<file path="config.mk">
export PLATFORM = sky130hd
export DESIGN_NAME = microcode_decoder
export DESIGN_NICKNAME = d
export VERILOG_FILES = /design/src/decoder_pkg.sv /design/src/alu_shift_control.sv /design/src/bus_control.sv /design/src/isr_field_decode.sv /design/src/microcode_decoder.sv /design/src/reg_select_decode.sv
export VERILOG_INCLUDE_DIRS = /design/src
export SDC_FILE = /design/constraint.sdc
export NUM_CORES = 1
export LEC_CHECK = 0
export ABC_AREA = 0
export BUFFER_PORTS_ARGS = -buffer_cell sky130_fd_sc_hd__buf_2
export CAP_MARGIN = 20
export CORE_ASPECT_RATIO = 0.8
export CORE_MARGIN = 4
export CORE_UTILIZATION = 45
export CTS_BUF_LIST = sky130_fd_sc_hd__clkbuf_4
export DETAILED_ROUTE_END_ITERATION = 10
export HOLD_SLACK_MARGIN = 0.06
export PLACE_DENSITY = 0.75
export SLEW_MARGIN = 20
export SYNTH_ARGS = -nofsm -noshare
export SYNTH_HDL_FRONTEND = slang
export SYNTH_SLANG_ARGS = --single-unit
</file>
<file path="constraint.sdc">
create_clock -name clk -period 2.6 [get_ports clk]
set_input_delay 0.52 -clock clk [delete_from_list [all_inputs] [get_ports clk]]
set_output_delay 0.52 -clock clk [all_outputs]
set_load 0.02 [all_outputs]
</file>
<file path="src/decoder_cfg.svh">
`ifndef DECODER_CFG_SVH
`define DECODER_CFG_SVH

// instruction-state register width
`define DEC_ISR_W 16

// execution state (opcode) field
`define DEC_OP_W 6

// addressing mode field, four modes
`define DEC_MODE_W 2

// register number field
`define DEC_REG_W 3

// general registers, r0 to r7
`define DEC_NUM_REGS 8

// r7 is the program counter
`define DEC_PC_REG 7

// r5 is not special here, the flag write has its own strobe

`endif

</file>
<file path="src/decoder_pkg.sv">
`include "decoder_cfg.svh"

package decoder_pkg;

    // execution states, upper four bits 0111 form the nop group
    typedef enum logic [`DEC_OP_W-1:0] {
        op_hlt = 6'b000000, op_clr = 6'b000100,
        op_asl = 6'b001000, op_asr = 6'b001001, op_rlc = 6'b001010, op_rrc = 6'b001011,
        op_lsl = 6'b001100, op_lsr = 6'b001101, op_rol = 6'b001110, op_ror = 6'b001111,
        op_mov = 6'b010000, op_jmp = 6'b010001, op_ret = 6'b010010, op_rit = 6'b010011,
        op_add = 6'b010100, op_rjp = 6'b010101, op_adc = 6'b010110,
        op_sub = 6'b011000, op_sbc = 6'b011010, op_cmp = 6'b011011,
        op_nop = 6'b011100,
        op_or  = 6'b100000, op_xor = 6'b100001, op_and = 6'b100010, op_bit = 6'b100011,
        op_jsr = 6'b101100, op_rjs = 6'b101101, op_svc = 6'b101110,
        op_brn = 6'b110000, op_brz = 6'b110001, op_brv = 6'b110010, op_brc = 6'b110011,
        op_rbn = 6'b111000, op_rbz = 6'b111001, op_rbv = 6'b111010, op_rbc = 6'b111011
    } op_e;

    typedef enum logic [`DEC_MODE_W-1:0] {
        mode_d  = 2'b00,
        mode_i  = 2'b01,
        mode_mi = 2'b10,
        mode_ip = 2'b11
    } addr_mode_e;

    typedef struct packed {
        op_e                     op;
        addr_mode_e              f_mode;
        logic [`DEC_REG_W-1:0]   f_reg;
        addr_mode_e              t_mode;
        logic [`DEC_REG_W-1:0]   t_reg;
    } isr_t;

    typedef struct packed {
        logic if0, if1, ff0, ff1, ff2, tf0, tf1, ex1;
    } phase_t;

    typedef struct packed {
        logic n, z, v, c;
    } psw_t;

    typedef struct packed {
        op_e                            op;
        logic [`DEC_NUM_REGS-1:0]       f_reg_oh;
        logic [`DEC_NUM_REGS-1:0]       t_reg_oh;
        logic [(1 << `DEC_MODE_W)-1:0]  f_mode_oh;
        logic [(1 << `DEC_MODE_W)-1:0]  t_mode_oh;
        logic is_valid;
        logic is_result;
        logic is_shift;
        logic is_alu2;
        logic is_logic;
        logic is_branch;
        logic is_rbranch;
        logic is_call;
        logic is_flagset;
    } isr_dec_t;

    typedef struct packed {
        logic [`DEC_NUM_REGS-1:0] r_sel;
        logic [`DEC_NUM_REGS-1:0] w_sel;
        logic                     psw_wr;
    } reg_ctl_t;

    typedef struct packed {
        logic als, x, y, z, u, v, mda, b0b, sb0;
    } alu_ctl_t;

    typedef struct packed {
        logic shs, a, b, c, d, e, r, l;
    } shift_ctl_t;

    typedef struct packed {
        logic r_w_n, mreq_n, mirq_n, mis, mmd, smd, sma, mdm;
    } bus_ctl_t;

endpackage

</file>
<file path="src/alu_shift_control.sv">
`include "decoder_cfg.svh"

module alu_shift_control
    import decoder_pkg::*;
(
    input  isr_dec_t   dec,
    input  phase_t     phase,
    input  psw_t       psw,
    output alu_ctl_t   alu,
    output shift_ctl_t shift
);

    logic any_phase;
    logic xfer_op;
    logic any_branch;
    logic pass_a;

    // every phase except ex1
    assign any_phase = phase.if0 | phase.if1 | phase.ff0 | phase.ff1 |
                       phase.ff2 | phase.tf0 | phase.tf1;

    assign xfer_op = (dec.op == op_mov) | (dec.op == op_jmp) |
                     (dec.op == op_ret) | (dec.op == op_rit);

    assign any_branch = dec.is_branch | dec.is_rbranch;

    // adder path used for address arithmetic and moves
    assign pass_a = any_phase | phase.ex1 | xfer_op | dec.is_alu2 |
                    dec.is_call | any_branch;

    always_comb begin
        alu.als = pass_a | (dec.op == op_clr) | dec.is_logic;
        alu.x   = (phase.ff0 & dec.f_mode_oh[mode_mi]) |
                  (dec.op == op_sub) | (dec.op == op_sbc) | (dec.op == op_cmp);
        alu.y   = pass_a;
        alu.z   = (dec.op == op_or);
        alu.v   = pass_a | (dec.op == op_xor);

        // carry in
        alu.u   = phase.if1 | phase.ff1 | phase.tf1 |
                  (dec.op == op_sub) | (dec.op == op_cmp) |
                  ((dec.op == op_adc) & psw.c) |
                  ((dec.op == op_sbc) & ~psw.c);

        alu.mda = phase.ff2 | dec.is_shift | dec.is_alu2 | dec.is_logic | dec.is_rbranch;
        alu.b0b = phase.ex1 | xfer_op | dec.is_alu2 | dec.is_logic |
                  dec.is_call | any_branch;
        alu.sb0 = phase.ff2;
    end

    always_comb begin
        shift.shs = dec.is_shift;
        shift.a   = (dec.op == op_asl) | (dec.op == op_asr);
        shift.b   = (dec.op == op_rol);
        shift.c   = (dec.op == op_lsl) | (dec.op == op_rol) | (dec.op == op_rlc);
        shift.d   = (dec.op == op_ror);
        shift.e   = (dec.op == op_rlc) | (dec.op == op_rrc);
        shift.r   = (dec.op == op_asr) | (dec.op == op_ror) | (dec.op == op_rrc);
        shift.l   = (dec.op == op_asl) | (dec.op == op_lsl) |
                    (dec.op == op_rol) | (dec.op == op_rlc);
    end

endmodule

</file>
<file path="src/bus_control.sv">
`include "decoder_cfg.svh"

module bus_control
    import decoder_pkg::*;
(
    input  isr_dec_t dec,
    input  phase_t   phase,
    output bus_ctl_t bus
);

    logic mem_req;
    logic instr_req;
    logic rd_phase;

    // ff1 and tf1 only update the pointer, no memory cycle
    assign mem_req = phase.if0 | phase.if1 | phase.ff0 | phase.ff2 | phase.tf0 |
                     phase.ex1 | dec.is_valid;

    assign instr_req = phase.if0 | phase.if1 | phase.ff0 | phase.ff2 |
                       phase.tf0 | phase.tf1 | dec.is_valid;

    // ex1 is the only write cycle
    assign rd_phase = phase.if0 | phase.if1 | phase.ff0 | phase.ff1 |
                      phase.ff2 | phase.tf0 | phase.tf1;

    always_comb begin
        bus.r_w_n  = rd_phase | dec.is_valid;
        bus.mreq_n = ~mem_req;
        bus.mirq_n = ~instr_req;
        bus.mis    = phase.if1;
        bus.mmd    = phase.if1 | phase.tf1;

        // shifter output drives memory data for results and calls
        bus.smd    = phase.if0 | phase.ff0 | phase.tf0 |
                     dec.is_result | dec.is_call;

        // address from shifter on the first cycle of each fetch
        bus.sma    = phase.if0 | phase.ff0 | phase.tf0;
        bus.mdm    = phase.ex1;
    end

endmodule

</file>
<file path="src/isr_field_decode.sv">
`include "decoder_cfg.svh"

module isr_field_decode
    import decoder_pkg::*;
(
    input  isr_t     isr,
    output isr_dec_t dec
);

    logic [`DEC_ISR_W-1:0] isr_bits;
    logic                  nop_group;

    assign isr_bits = isr;

    // any code with upper opcode bits 0111 behaves as nop
    assign nop_group = (isr_bits[`DEC_ISR_W-1 -: 4] == 4'b0111);

    always_comb begin
        dec = '0;

        dec.op = nop_group ? op_nop : isr.op;

        // register numbers and modes to one-hot
        dec.f_reg_oh[isr.f_reg]   = 1'b1;
        dec.t_reg_oh[isr.t_reg]   = 1'b1;
        dec.f_mode_oh[isr.f_mode] = 1'b1;
        dec.t_mode_oh[isr.t_mode] = 1'b1;

        case (isr.op)
            op_hlt, op_clr,
            op_asl, op_asr, op_rlc, op_rrc, op_lsl, op_lsr, op_rol, op_ror,
            op_mov, op_jmp, op_ret, op_rit,
            op_add, op_rjp, op_adc, op_sub, op_sbc, op_cmp,
            op_or, op_xor, op_and, op_bit,
            op_jsr, op_rjs, op_svc,
            op_brn, op_brz, op_brv, op_brc,
            op_rbn, op_rbz, op_rbv, op_rbc: dec.is_valid = 1'b1;
            default:                        dec.is_valid = nop_group;
        endcase

        dec.is_shift = dec.op inside {op_asl, op_asr, op_rlc, op_rrc,
                                      op_lsl, op_lsr, op_rol, op_ror};
        dec.is_alu2 = dec.op inside {op_add, op_adc, op_sub, op_sbc, op_cmp, op_rjp};
        dec.is_logic = dec.op inside {op_or, op_xor, op_and, op_bit};
        dec.is_branch = dec.op inside {op_brn, op_brz, op_brv, op_brc};
        dec.is_rbranch = dec.op inside {op_rbn, op_rbz, op_rbv, op_rbc};
        dec.is_call = dec.op inside {op_jsr, op_rjs, op_svc};

        // opcodes that write a result to the destination register
        dec.is_result = (dec.op == op_clr) | (dec.op == op_mov) | dec.is_shift |
                        (dec.is_alu2 & (dec.op != op_cmp)) |
                        (dec.is_logic & (dec.op != op_bit));

        // opcodes that update n, z, v, c (rjp does not)
        dec.is_flagset = (dec.op == op_clr) | (dec.op == op_mov) | dec.is_shift |
                         (dec.is_alu2 & (dec.op != op_rjp)) | dec.is_logic;
    end

endmodule

</file>
<file path="src/microcode_decoder.sv">
`include "decoder_cfg.svh"

module microcode_decoder
    import decoder_pkg::*;
(
    input  logic       clk,
    input  logic       reset,
    input  isr_t       isr,
    input  phase_t     phase,
    input  psw_t       psw,
    output reg_ctl_t   reg_ctl,
    output alu_ctl_t   alu,
    output shift_ctl_t shift,
    output bus_ctl_t   bus
);

    // no memory request while idle
    localparam bus_ctl_t bus_idle = '{mreq_n: 1'b1, mirq_n: 1'b1, default: 1'b0};

    isr_dec_t   dec;
    reg_ctl_t   reg_ctl_d;
    alu_ctl_t   alu_d;
    shift_ctl_t shift_d;
    bus_ctl_t   bus_d;

    isr_field_decode u_isr_field_decode (
        .isr (isr),
        .dec (dec)
    );

    reg_select_decode u_reg_select_decode (
        .dec     (dec),
        .phase   (phase),
        .psw     (psw),
        .reg_ctl (reg_ctl_d)
    );

    alu_shift_control u_alu_shift_control (
        .dec   (dec),
        .phase (phase),
        .psw   (psw),
        .alu   (alu_d),
        .shift (shift_d)
    );

    bus_control u_bus_control (
        .dec   (dec),
        .phase (phase),
        .bus   (bus_d)
    );

    // one register stage for glitch-free strobes
    always_ff @(posedge clk) begin
        if (reset) begin
            reg_ctl <= '0;
            alu     <= '0;
            shift   <= '0;
            bus     <= bus_idle;
        end else begin
            reg_ctl <= reg_ctl_d;
            alu     <= alu_d;
            shift   <= shift_d;
            bus     <= bus_d;
        end
    end

endmodule

</file>
<file path="src/reg_select_decode.sv">
`include "decoder_cfg.svh"

module reg_select_decode
    import decoder_pkg::*;
(
    input  isr_dec_t dec,
    input  phase_t   phase,
    input  psw_t     psw,
    output reg_ctl_t reg_ctl
);

    logic f_ip;
    logic t_ip;
    logic t_d;
    logic br_flag;
    logic br_taken;
    logic pc_rd;
    logic pc_wr;

    assign f_ip = dec.f_mode_oh[mode_ip];
    assign t_ip = dec.t_mode_oh[mode_ip];
    assign t_d  = dec.t_mode_oh[mode_d];

    // low two opcode bits pick the tested flag for both branch groups
    always_comb begin
        case (dec.op[1:0])
            2'b00:   br_flag = psw.n;
            2'b01:   br_flag = psw.z;
            2'b10:   br_flag = psw.v;
            default: br_flag = psw.c;
        endcase
    end

    assign br_taken = (dec.is_branch | dec.is_rbranch) & br_flag;

    assign pc_rd = phase.if0 | phase.if1 | ((dec.op == op_rjs) & phase.ex1);

    assign pc_wr = phase.if1 |
                   (dec.op == op_jmp) | (dec.op == op_ret) | (dec.op == op_rit) |
                   br_taken |
                   (dec.is_call & phase.ex1);

    always_comb begin
        // operand fetch and autoincrement reads
        reg_ctl.r_sel = ({`DEC_NUM_REGS{phase.ff0}}        & dec.f_reg_oh) |
                        ({`DEC_NUM_REGS{phase.ff1 & f_ip}} & dec.f_reg_oh) |
                        ({`DEC_NUM_REGS{phase.tf0}}        & dec.t_reg_oh) |
                        ({`DEC_NUM_REGS{phase.tf1 & t_ip}} & dec.t_reg_oh);

        // autoincrement writeback and direct-mode results
        reg_ctl.w_sel = ({`DEC_NUM_REGS{phase.ff0}}           & dec.f_reg_oh) |
                        ({`DEC_NUM_REGS{phase.ff1 & f_ip}}    & dec.f_reg_oh) |
                        ({`DEC_NUM_REGS{phase.tf1 & t_ip}}    & dec.t_reg_oh) |
                        ({`DEC_NUM_REGS{dec.is_result & t_d}} & dec.t_reg_oh);

        reg_ctl.r_sel[`DEC_PC_REG] = reg_ctl.r_sel[`DEC_PC_REG] | pc_rd;
        reg_ctl.w_sel[`DEC_PC_REG] = reg_ctl.w_sel[`DEC_PC_REG] | pc_wr;

        reg_ctl.psw_wr = dec.is_flagset;
    end

endmodule

</file>
# Word level (Yosys, flattened, before mapping)
# Cells that the tools add are included.
# op_classes
mux,11
n_reduce_logical,13
n_bitwise,96
n_eq_ne,74
n_lt_le_gt_ge,8
# ops
operator,count
$eq A6 B6 Y1 const B,30
$eq A6 B5 Y1 const B,20
$eq A6 B4 Y1 const B,16
$or A1 B1 Y1,71
$and A8 B8 Y8,5
$or A8 B8 Y8,5
$reduce_or A35 Y1,1
$and A1 B1 Y1,12
$eq A6 B3 Y1 const B,2
$ne A6 B5 Y1 const B,2
$reduce_bool A4 Y1,3
$lt A3 B4 Y1 const B,2
$reduce_bool A8 Y1,1
$demux W1 S3,2
$ge A3 B1 Y1 const B,2
$logic_not A6 Y1,1
$lt A2 B3 Y1 const B,2
$mux W6,1
$ne A6 B6 Y1 const B,1
$reduce_bool A6 Y1,1
$mux W1,5
$demux W1 S2,2
$eq A4 B3 Y1 const B,1
$ge A2 B1 Y1 const B,2
7 further kinds,12
# totals
elab_cells,230
in_bits,30
reg_bits,42

# Longest topological paths before layout
# Gate-level depths: netlist of run 1.
# depth
word_depth,13
ltp_mapped,6

# Modules after synthesis
# From an unflattened synthesis of run 1, not the netlist that was laid out.
# unflattened
hier_cells,255
area_unflattened_um2,2265.9
# modules_own_cells
module,n_inst,cells_per_inst,area_per_inst_um2,seq_area_each_um2
microcode_decoder,1,88,1129.8,840.8
isr_field_decode,1,78,523.0,0.0
alu_shift_control,1,48,287.8,0.0
reg_select_decode,1,31,255.2,0.0
bus_control,1,10,70.1,0.0

# Least setup slack after synthesis of run 1
# OpenSTA, ideal clock, no wires.
# synth_timing
path_type,in2reg
start,input port isr[12] (netlist bit)
end,register reg_ctl[2] (netlist bit)
path_stages,5
n_path_buf,0
t_arrival_ns,1.603
required_time_ns,2.508
path_slack_ns,0.905
cell_sequence,o211a_1 -> or4_1 -> a21oi_1 -> a211oi_2 -> o32ai_1
# synth_via
elab_chain_cells,10
word_cells_on_any_way,36
classes_between,eq/ne: 23; mux: 1; bitwise: 9; reduce/logical: 3
# synth_lines
item,line,rtl
"start, declared",microcode_decoder.sv:8,"input isr_t isr,"
$eq A4 B3 Y1,isr_field_decode.sv:16,assign nop_group = (isr_bits[`DEC_ISR_W-1 -: 4] == 4'b0111);
$mux W6 *,isr_field_decode.sv:21,dec.op = nop_group ? op_nop : isr.op;
"$eq A6 B4 Y1, or another cell as far along",isr_field_decode.sv:41,"dec.is_shift = dec.op inside {op_asl, op_asr, op_rlc, op_rrc,"
"$reduce_bool A8 Y1, or another cell as far along",isr_field_decode.sv:41,
$or A1 B1 Y1 / $and A1 B1 Y1 (equally long branches),"isr_field_decode.sv:50, isr_field_decode.sv:51",
$or A1 B1 Y1,isr_field_decode.sv:50,dec.is_result = (dec.op == op_clr) | (dec.op == op_mov) | dec.is_shift |
$or A1 B1 Y1 *,isr_field_decode.sv:51,(dec.is_alu2 & (dec.op != op_cmp)) |
$and A1 B1 Y1 *,reg_select_decode.sv:54,({`DEC_NUM_REGS{dec.is_result & t_d}} & dec.t_reg_oh);
$and A8 B8 Y8 *,reg_select_decode.sv:54,
$or A8 B8 Y8 *,reg_select_decode.sv:51,reg_ctl.w_sel = ({`DEC_NUM_REGS{phase.ff0}} & dec.f_reg_oh) |
"end signal, assigned",microcode_decoder.sv:60,reg_ctl <= reg_ctl_d;
"end, declared",microcode_decoder.sv:11,"output reg_ctl_t reg_ctl,"
# Every way passes the cells marked *; elsewhere a longest branch is shown, timed or not.
# A chain may end at the register's enable or synchronous reset.

# Final worst setup path of run 1
# layout_timing
start,input port isr[12] (netlist bit)
end,register reg_ctl[4] (netlist bit)
# The elaborated chain is that of the path after synthesis.

==> results of run 1 <==
==> where the power goes <==
group | leakage [nW] | internal, W | total (W) | switching, W
registers | 0.346 | 0.000670 | 0.000676 | 0.00000623
clock network | 0.0456 | 0.000204 | 0.000418 | 0.000213
logic | 0.646 | 0.0000784 | 0.000222 | 0.000144
total | 1.04 | 0.000953 | 0.00132 | 0.000363
==> registers in the layout, summed over array words and instances (netlist names) <==
register	flops
reg_ctl	17
shift	8
bus	8
alu	9
==> per-layer routing <==
| layer | global-route usage, % | vias up | share of wire [%] |
|---|---|---|---|
| met5 | 0 | - | 0 |
| met2 | 27.5 | 107 | 40 |
| met3 | 4.44 | 5 | 12 |
| li1 | - | 910 | - |
| met4 | 4.51 | 0 | 0.78 |
| met1 | 28.7 | 844 | 47 |
==> cell usage in the layout (no fill, tap or decap), drive strengths merged, types with 2 or more instances in the layout <==
cell type,n
o32ai,5
nor2,29
clkbuf,5
nor3,10
a211oi,2
or3,4
a32oi,2
nor2b,14
buf,72
nand2,16
o211ai,2
nand3b,2
o22ai,3
o211a,2
a22oi,5
a21oi,13
inv,4
or2,2
nor4,2
a31oi,4
nand2b,9
o21ai,9
dfxtp,42
and3,4
and2,2
nand3,6
==> area by class of cell <==
| class | count | area (um2) | share of cell area [%] |
|---|---|---|---|
| clock buffer | 5 | 37.5 | 1.64 |
| timing repair buffer | 72 | 363 | 15.9 |
| multi-input combinational | 159 | 918 | 40.2 |
| tap | 55 | 68.8 | 3.01 |
| sequential | 42 | 841 | 36.8 |
| clock inverter | 3 | 43.8 | 1.92 |
| inverter | 3 | 11.3 | 0.493 |
==> logic make-up after synthesis <==
logic type	share of synthesized area, %
flip-flops	46.6
buffers and inverters	2.56
multiplexers	1.25
AO/OA/AOI/OAI	20.7
AND/OR/NAND/NOR	29.0
==> per-stage QoR <==
step / cell area, um2 / total power (W) / utilization (%) / instances
final: 2280 / 0.00132 / 59.6 / 339
after global routing: 2280 / 0.00139 / 59.6 / 339
after CTS: 2280 / 0.00132 / 59.6 / 339
after detailed placement: 2200 / 0.000910 / 57.5 / 331
after global placement: 2200 / 0.000909 / 57.5 / 331
after floorplan: 1810 / 0.000824 / - / 213
==> worst max path at each step <==
stage,from,end,slack [ns],cells after the start
2_1_floorplan,isr[12],reg_ctl[2],0.90,5
3_3_place_gp,isr[14],reg_ctl[4],0.59,6
3_5_place_dp,isr[12],reg_ctl[4],0.57,6
4_1_cts,isr[12],reg_ctl[7],0.93,6
5_1_grt,isr[14],reg_ctl[7],0.79,6
6_report,isr[12],reg_ctl[4],0.90,6
==> synth_stat cells, types with 2 or more instances <==
| cell type | number |
|---|---|
| nor3_1 | 10 |
| o22ai_1 | 3 |
| and3_1 | 4 |
| nand2b_1 | 9 |
| nand2_1 | 16 |
| or2_2 | 2 |
| a32oi_1 | 2 |
| inv_1 | 3 |
| o32ai_1 | 5 |
| o211a_1 | 2 |
| and2_1 | 2 |
| o211ai_1 | 2 |
| nor2b_1 | 14 |
| or3_1 | 4 |
| nand3b_1 | 2 |
| a31oi_1 | 4 |
| nor4_1 | 2 |
| clkbuf_1 | 8 |
| o21ai_0 | 8 |
| a22oi_1 | 5 |
| a21oi_1 | 13 |
| nand3_1 | 6 |
| nor2_1 | 28 |
| dfxtp_1 | 42 |
==> flow_metrics.py, run 1 <==
metrics = {
    "synthesis": {
        "synth_ff_type": "dfxtp_1",
        "yosys_warnings": 0,
        "syn-cell-area_um2": 1810,
        "synth.yosys.seq_area_share_pct": 46.6,
        "synth_top_area_share_pct": 46.6,
        "async_flop_share_pct": 0,
        "yosysTopAreaCell": "dfxtp_1",
        "synthCells": 213,
        "synth_area_per_cell_um2": 8.48,
        "synth_edf_count": 0,
        "synth_fp_nets": 243,
        "synthTopCellsByArea": "dfxtp_1 (47%), nor2_1 (5.8%), nor2b_1 (4.9%)",
        "synth-seq-cells": 42,
        "yosysUniqueCellTypes": 41,
    },
    "sta": {
        "worst_pin_slew_ns": 0.428,
        "fin_crit_ns": 1.70,
        "whs_ns": 0.433,
        "hold_viol": 0,
        "relSlewSlack_pct": 70.7,
        "clock.fmax_mhz": 590,
        "setup_violations": 0,
        "rsz0062_at_grt": "false",
        "slew_viol_final": 0,
        "worst_slack_ns": 0.904,
        "tns_ns": 0,
        "fin_crit_sh_pct": 65.2,
    },
    "setup_path": {
        "cp-end-kind": "flip-flop",
        "cp_data_arrival_time_ns": 1.95,
        "critical_path_buf_inv_count": 1,
        "worstSetupPathType": "in2reg",
        "crit_slowest_cell": "or4_1",
        "cp_cell_sequence": "buf_2 -> o211a_1 -> or4_1 -> a21oi_1 -> a211oi_2 -> o32ai_1",
        "required_ns": 2.86,
        "critPathTopFamily": "compound AO/OA/AOI/OAI gates",
        "max_stage_delay_ns": 0.39,
        "start_kind": "input port",
        "crit_path_max_fanout": 20,
    },
    "route": {
        "drtPass1Iterations": 4,
        "via_per_inst": 5.50,
        "drtIter0Drc": 196,
        "wl_per_cell_um": 14.0,
        "ant_nets": 0,
        "drt_drc_violations_left": 0,
        "dr_total_vias": 1866,
        "wirelength_mm": 4.73,
    },
    "power_and_ir_drop": {
        "leakage_nw": 1.04,
        "p_per_area_nw_per_um2": 576,
        "vdd_drop_max_uv": 377,
    },
    "floorplanning": {
        "initial_core_util_pct": 47.2,
        "die_area_um2": 5100,
        "rows": 20,
        "core-area_um2": 3830,
        "pin_count": 72,
        "die_w_um": 78.8,
        "die_h_um": 64.7,
    },
    "worst_hold_path": {
        "hold-path-cell-count": 2,
        "whs_endpoint": "alu[0]",
        "hp-class": "in2reg",
        "hold_start": "phase[3]",
    },
    "global_route": {
        "antenna_found_initial": 0,
        "overflow": 0,
        "grt_pass1_vias": 1646,
        "grt_pass1_wl_mm": 7.81,
        "track_usage_pct": 19.1,
        "grt_max_degree": 26,
    },
    "placed_design": {
        "portBuffers": 71,
        "routabilityCongestion": 0.892,
        "dp_hpwl_mm": 3.55,
        "place_ws_ns": 0.570,
    },
    "clock_network": {
        "cts_hold_repair.buffers": 0,
        "cts_buffers": 5,
        "clock_sink_count": 42,
        "cts_max_level": 2,
        "clockRootBuffer": "clkbuf_4",
        "post_cts_resized": 0,
        "cts_tree": "yes",
        "clk_path_buf_depth": 2,
        "cts_setup_buffers": 0,
        "cts.clk_slew.worst_paths_ns": 0.13,
    },
    "cells_and_area": {
        "drive_gt1_share_pct": 29.9,
        "fillCellCount": 375,
        "nets": 313,
        "areaGrowthSynthToFinish_pct": 26.5,
        "antennaDiodeCount": 0,
    },
    "status": {
        "status": "finished, final reports clean",
    },
    "run": {
        "maxCapViolations": 0,
    },
}
Power figures use the tool's default switching activity.
==> run 2: changes to the inputs <==
--- a/config.mk
+++ b/config.mk
@@ -15,7 +15,7 @@
 export CTS_BUF_LIST = sky130_fd_sc_hd__clkbuf_4
 export DETAILED_ROUTE_END_ITERATION = 10
 export HOLD_SLACK_MARGIN = 0.06
-export PLACE_DENSITY = 0.75
+export PLACE_DENSITY = 0.78
 export SLEW_MARGIN = 20
 export SYNTH_ARGS = -nofsm -noshare
 export SYNTH_HDL_FRONTEND = slang
==> constraint.sdc (replaced) <==
create_clock -name clk -period 1.5 [get_ports clk]
set_input_delay 0.3 -clock clk [delete_from_list [all_inputs] [get_ports clk]]
set_output_delay 0.3 -clock clk [all_outputs]
set_load 0.02 [all_outputs]
==> run 2 against run 1 <==
Final cell count increased by 11%. Critical path depth unchanged. Die area unchanged. Global-route usage increased by 0.88 points. Clock-buffer cell count unchanged. Wire length increased by 6.3%. Clock power increased by 33%. Core utilization increased by 6.7 points. Sequential cell count unchanged. Highest routed layer unchanged.
==> flow_metrics.py, run 2 (synthesized netlist as in run 1, its figures left out) <==
metrics = {
    "status": {
        "status": "finished, final reports clean",
    },
    "route": {
        "wl_per_cell_um": 13.4,
        "drt_drc_violations_left": 0,
        "dr_total_vias": 1988,
        "ant_nets": 0,
        "wirelength_mm": 5.03,
        "via_per_inst": 5.29,
        "drtIter0Drc": 160,
        "drtPass1Iterations": 5,
    },
    "cells_and_area": {
        "fin_cells": 376,
        "fillCellCount": 349,
        "top_regs": "reg_ctl: 17 flops, alu: 9 flops",
        "layout_common_cells": "buf_2 (71), dfxtp_1 (42), buf_4 (38)",
        "antennaDiodeCount": 0,
        "largest_reg_flops": 17,
        "top_register": "reg_ctl",
        "stdcell_area_um2": 2540,
        "areaGrowthSynthToFinish_pct": 40.6,
        "drive_gt1_share_pct": 38.0,
        "final_common_cell": "buf_2",
        "nets": 350,
    },
    "floorplanning": {
        "initial_core_util_pct": 47.2,
        "rows": 20,
        "die_area_um2": 5100,
        "die_w_um": 78.8,
        "pin_count": 72,
        "core-area_um2": 3830,
        "die_h_um": 64.7,
    },
    "sta": {
        "worst_pin_slew_ns": 0.485,
        "hold_viol": 0,
        "rsz0062_at_grt": "false",
        "fin_crit_sh_pct": 89.2,
        "slew_viol_final": 0,
        "clock.fmax_mhz": 748,
        "setup_violations": 0,
        "worst_slack_ns": 0.162,
        "relSlewSlack_pct": 66.8,
        "fin_crit_ns": 1.34,
    },
    "power_and_ir_drop": {
        "p_per_area_nw_per_um2": 861,
        "leakage_nw": 1.20,
        "vdd_drop_max_uv": 485,
        "pwr-share-clk_pct": 25.3,
        "internal_power_w": 0.00154,
        "net-switching-power_w": 0.000647,
        "comb_power_share_pct": 21.0,
        "netSwitchingFraction_pct": 29.6,
        "p_seq_share_pct": 53.6,
    },
    "setup_path": {
        "start_kind": "input port",
        "required_ns": 1.76,
        "cp_data_arrival_time_ns": 1.60,
        "crit_path_max_fanout": 7,
        "cp_cell_sequence": "buf_2 -> o211a_1 -> or4_1 -> a21oi_1 -> a211oi_2 -> o32ai_1",
        "critPathTopFamily": "compound AO/OA/AOI/OAI gates",
        "cp-end-kind": "flip-flop",
        "critical_path_buf_inv_count": 1,
        "worstSetupPathType": "in2reg",
        "max_stage_delay_ns": 0.39,
        "crit_slowest_cell": "or4_1",
    },
    "placed_design": {
        "placed_area_um2": 2480,
        "dp_hpwl_mm": 3.97,
        "dp_cells": 368,
        "routabilityCongestion": 0.860,
        "portBuffers": 71,
        "place_ws_ns": -0.192,
    },
    "worst_hold_path": {
        "hold-path-cell-count": 3,
        "hold_start": "isr[9]",
        "hp-class": "in2reg",
        "whs_endpoint": "alu[7]",
    },
    "global_route": {
        "antenna_found_initial": 0,
        "grt_pass1_wl_mm": 8.02,
        "track_usage_pct": 20.0,
        "overflow": 0,
        "grt_pass1_vias": 1782,
        "grt_max_degree": 16,
    },
    "clock_network": {
        "cts_max_level": 2,
        "cts_tree": "yes",
        "post_cts_resized": 0,
        "cts_hold_repair.buffers": 0,
        "clock_sink_count": 42,
        "clockRootBuffer": "clkbuf_4",
        "cts.clk_slew.worst_paths_ns": 0.12,
        "clk_path_buf_depth": 2,
        "cts_setup_buffers": 0,
        "cts_buffers": 5,
    },
    "run": {
        "maxCapViolations": 0,
    },
}
-- run 2: stage by stage --
stage | setup TNS (ns) | power (W) | utilization, % | hold slack, ns
finish | 0 | 0.00219 | 66.3 | 0.218
global route | 0 | 0.00231 | 66.3 | 0.201
CTS | 0 | 0.00221 | 66.3 | 0.205
detailed placement | -2.02 | 0.00165 | 64.8 | 0.579
global placement | -1.70 | 0.00165 | 64.8 | 0.574
floorplan | 0 | 0.00143 | - | 0.372
-- run 2: power by group through the flow --
stage | clock (W) | sequential, W | combinational, W
after floorplan | 0 | 0.00126 | 0.000171
after global placement | 0 | 0.00120 | 0.000449
after detailed placement | 0 | 0.00120 | 0.000455
after CTS | 0.000578 | 0.00117 | 0.000456
after global routing | 0.000631 | 0.00118 | 0.000502
final | 0.000554 | 0.00117 | 0.000460
-- run 2: area by class of cell --
type | count | area, um2 | area share, %
Tap cell | 55 | 68.8 | 2.71
Sequential cell | 42 | 841 | 33.1
Multi-Input combinational cell | 159 | 918 | 36.2
Clock buffer | 5 | 37.5 | 1.48
Timing Repair Buffer | 109 | 641 | 25.2
Inverter | 3 | 11.3 | 0.444
Clock inverter | 3 | 21.3 | 0.838
-- run 2: worst max-delay path by stage --
| stage | startpoint | to | slack, ns | depth (start not counted) |
|---|---|---|---|---|
| global route | phase[5] | alu[3] | 0.04 | 6 |
| global placement | phase[5] | alu[3] | -0.16 | 6 |
| floorplan | isr[12] | reg_ctl[2] | 0.02 | 5 |
| CTS | isr[10] | reg_ctl[2] | 0.19 | 6 |
| detailed placement | isr[10] | reg_ctl[2] | -0.19 | 6 |
| finish | isr[10] | reg_ctl[2] | 0.16 | 6 |
-- run 2: per-layer routing --
metal / track usage [%] / share of wire, % / up-vias / wire [um]
met1: 28.2 / 48 / 916 / 2430
met4: 7.08 / 1.5 / 0 / 74
met5: 0 / 0 / - / 0
li1: - / - / 986 / -
met2: 30.7 / 43 / 79 / 2160
met3: 3.47 / 7.2 / 7 / 363
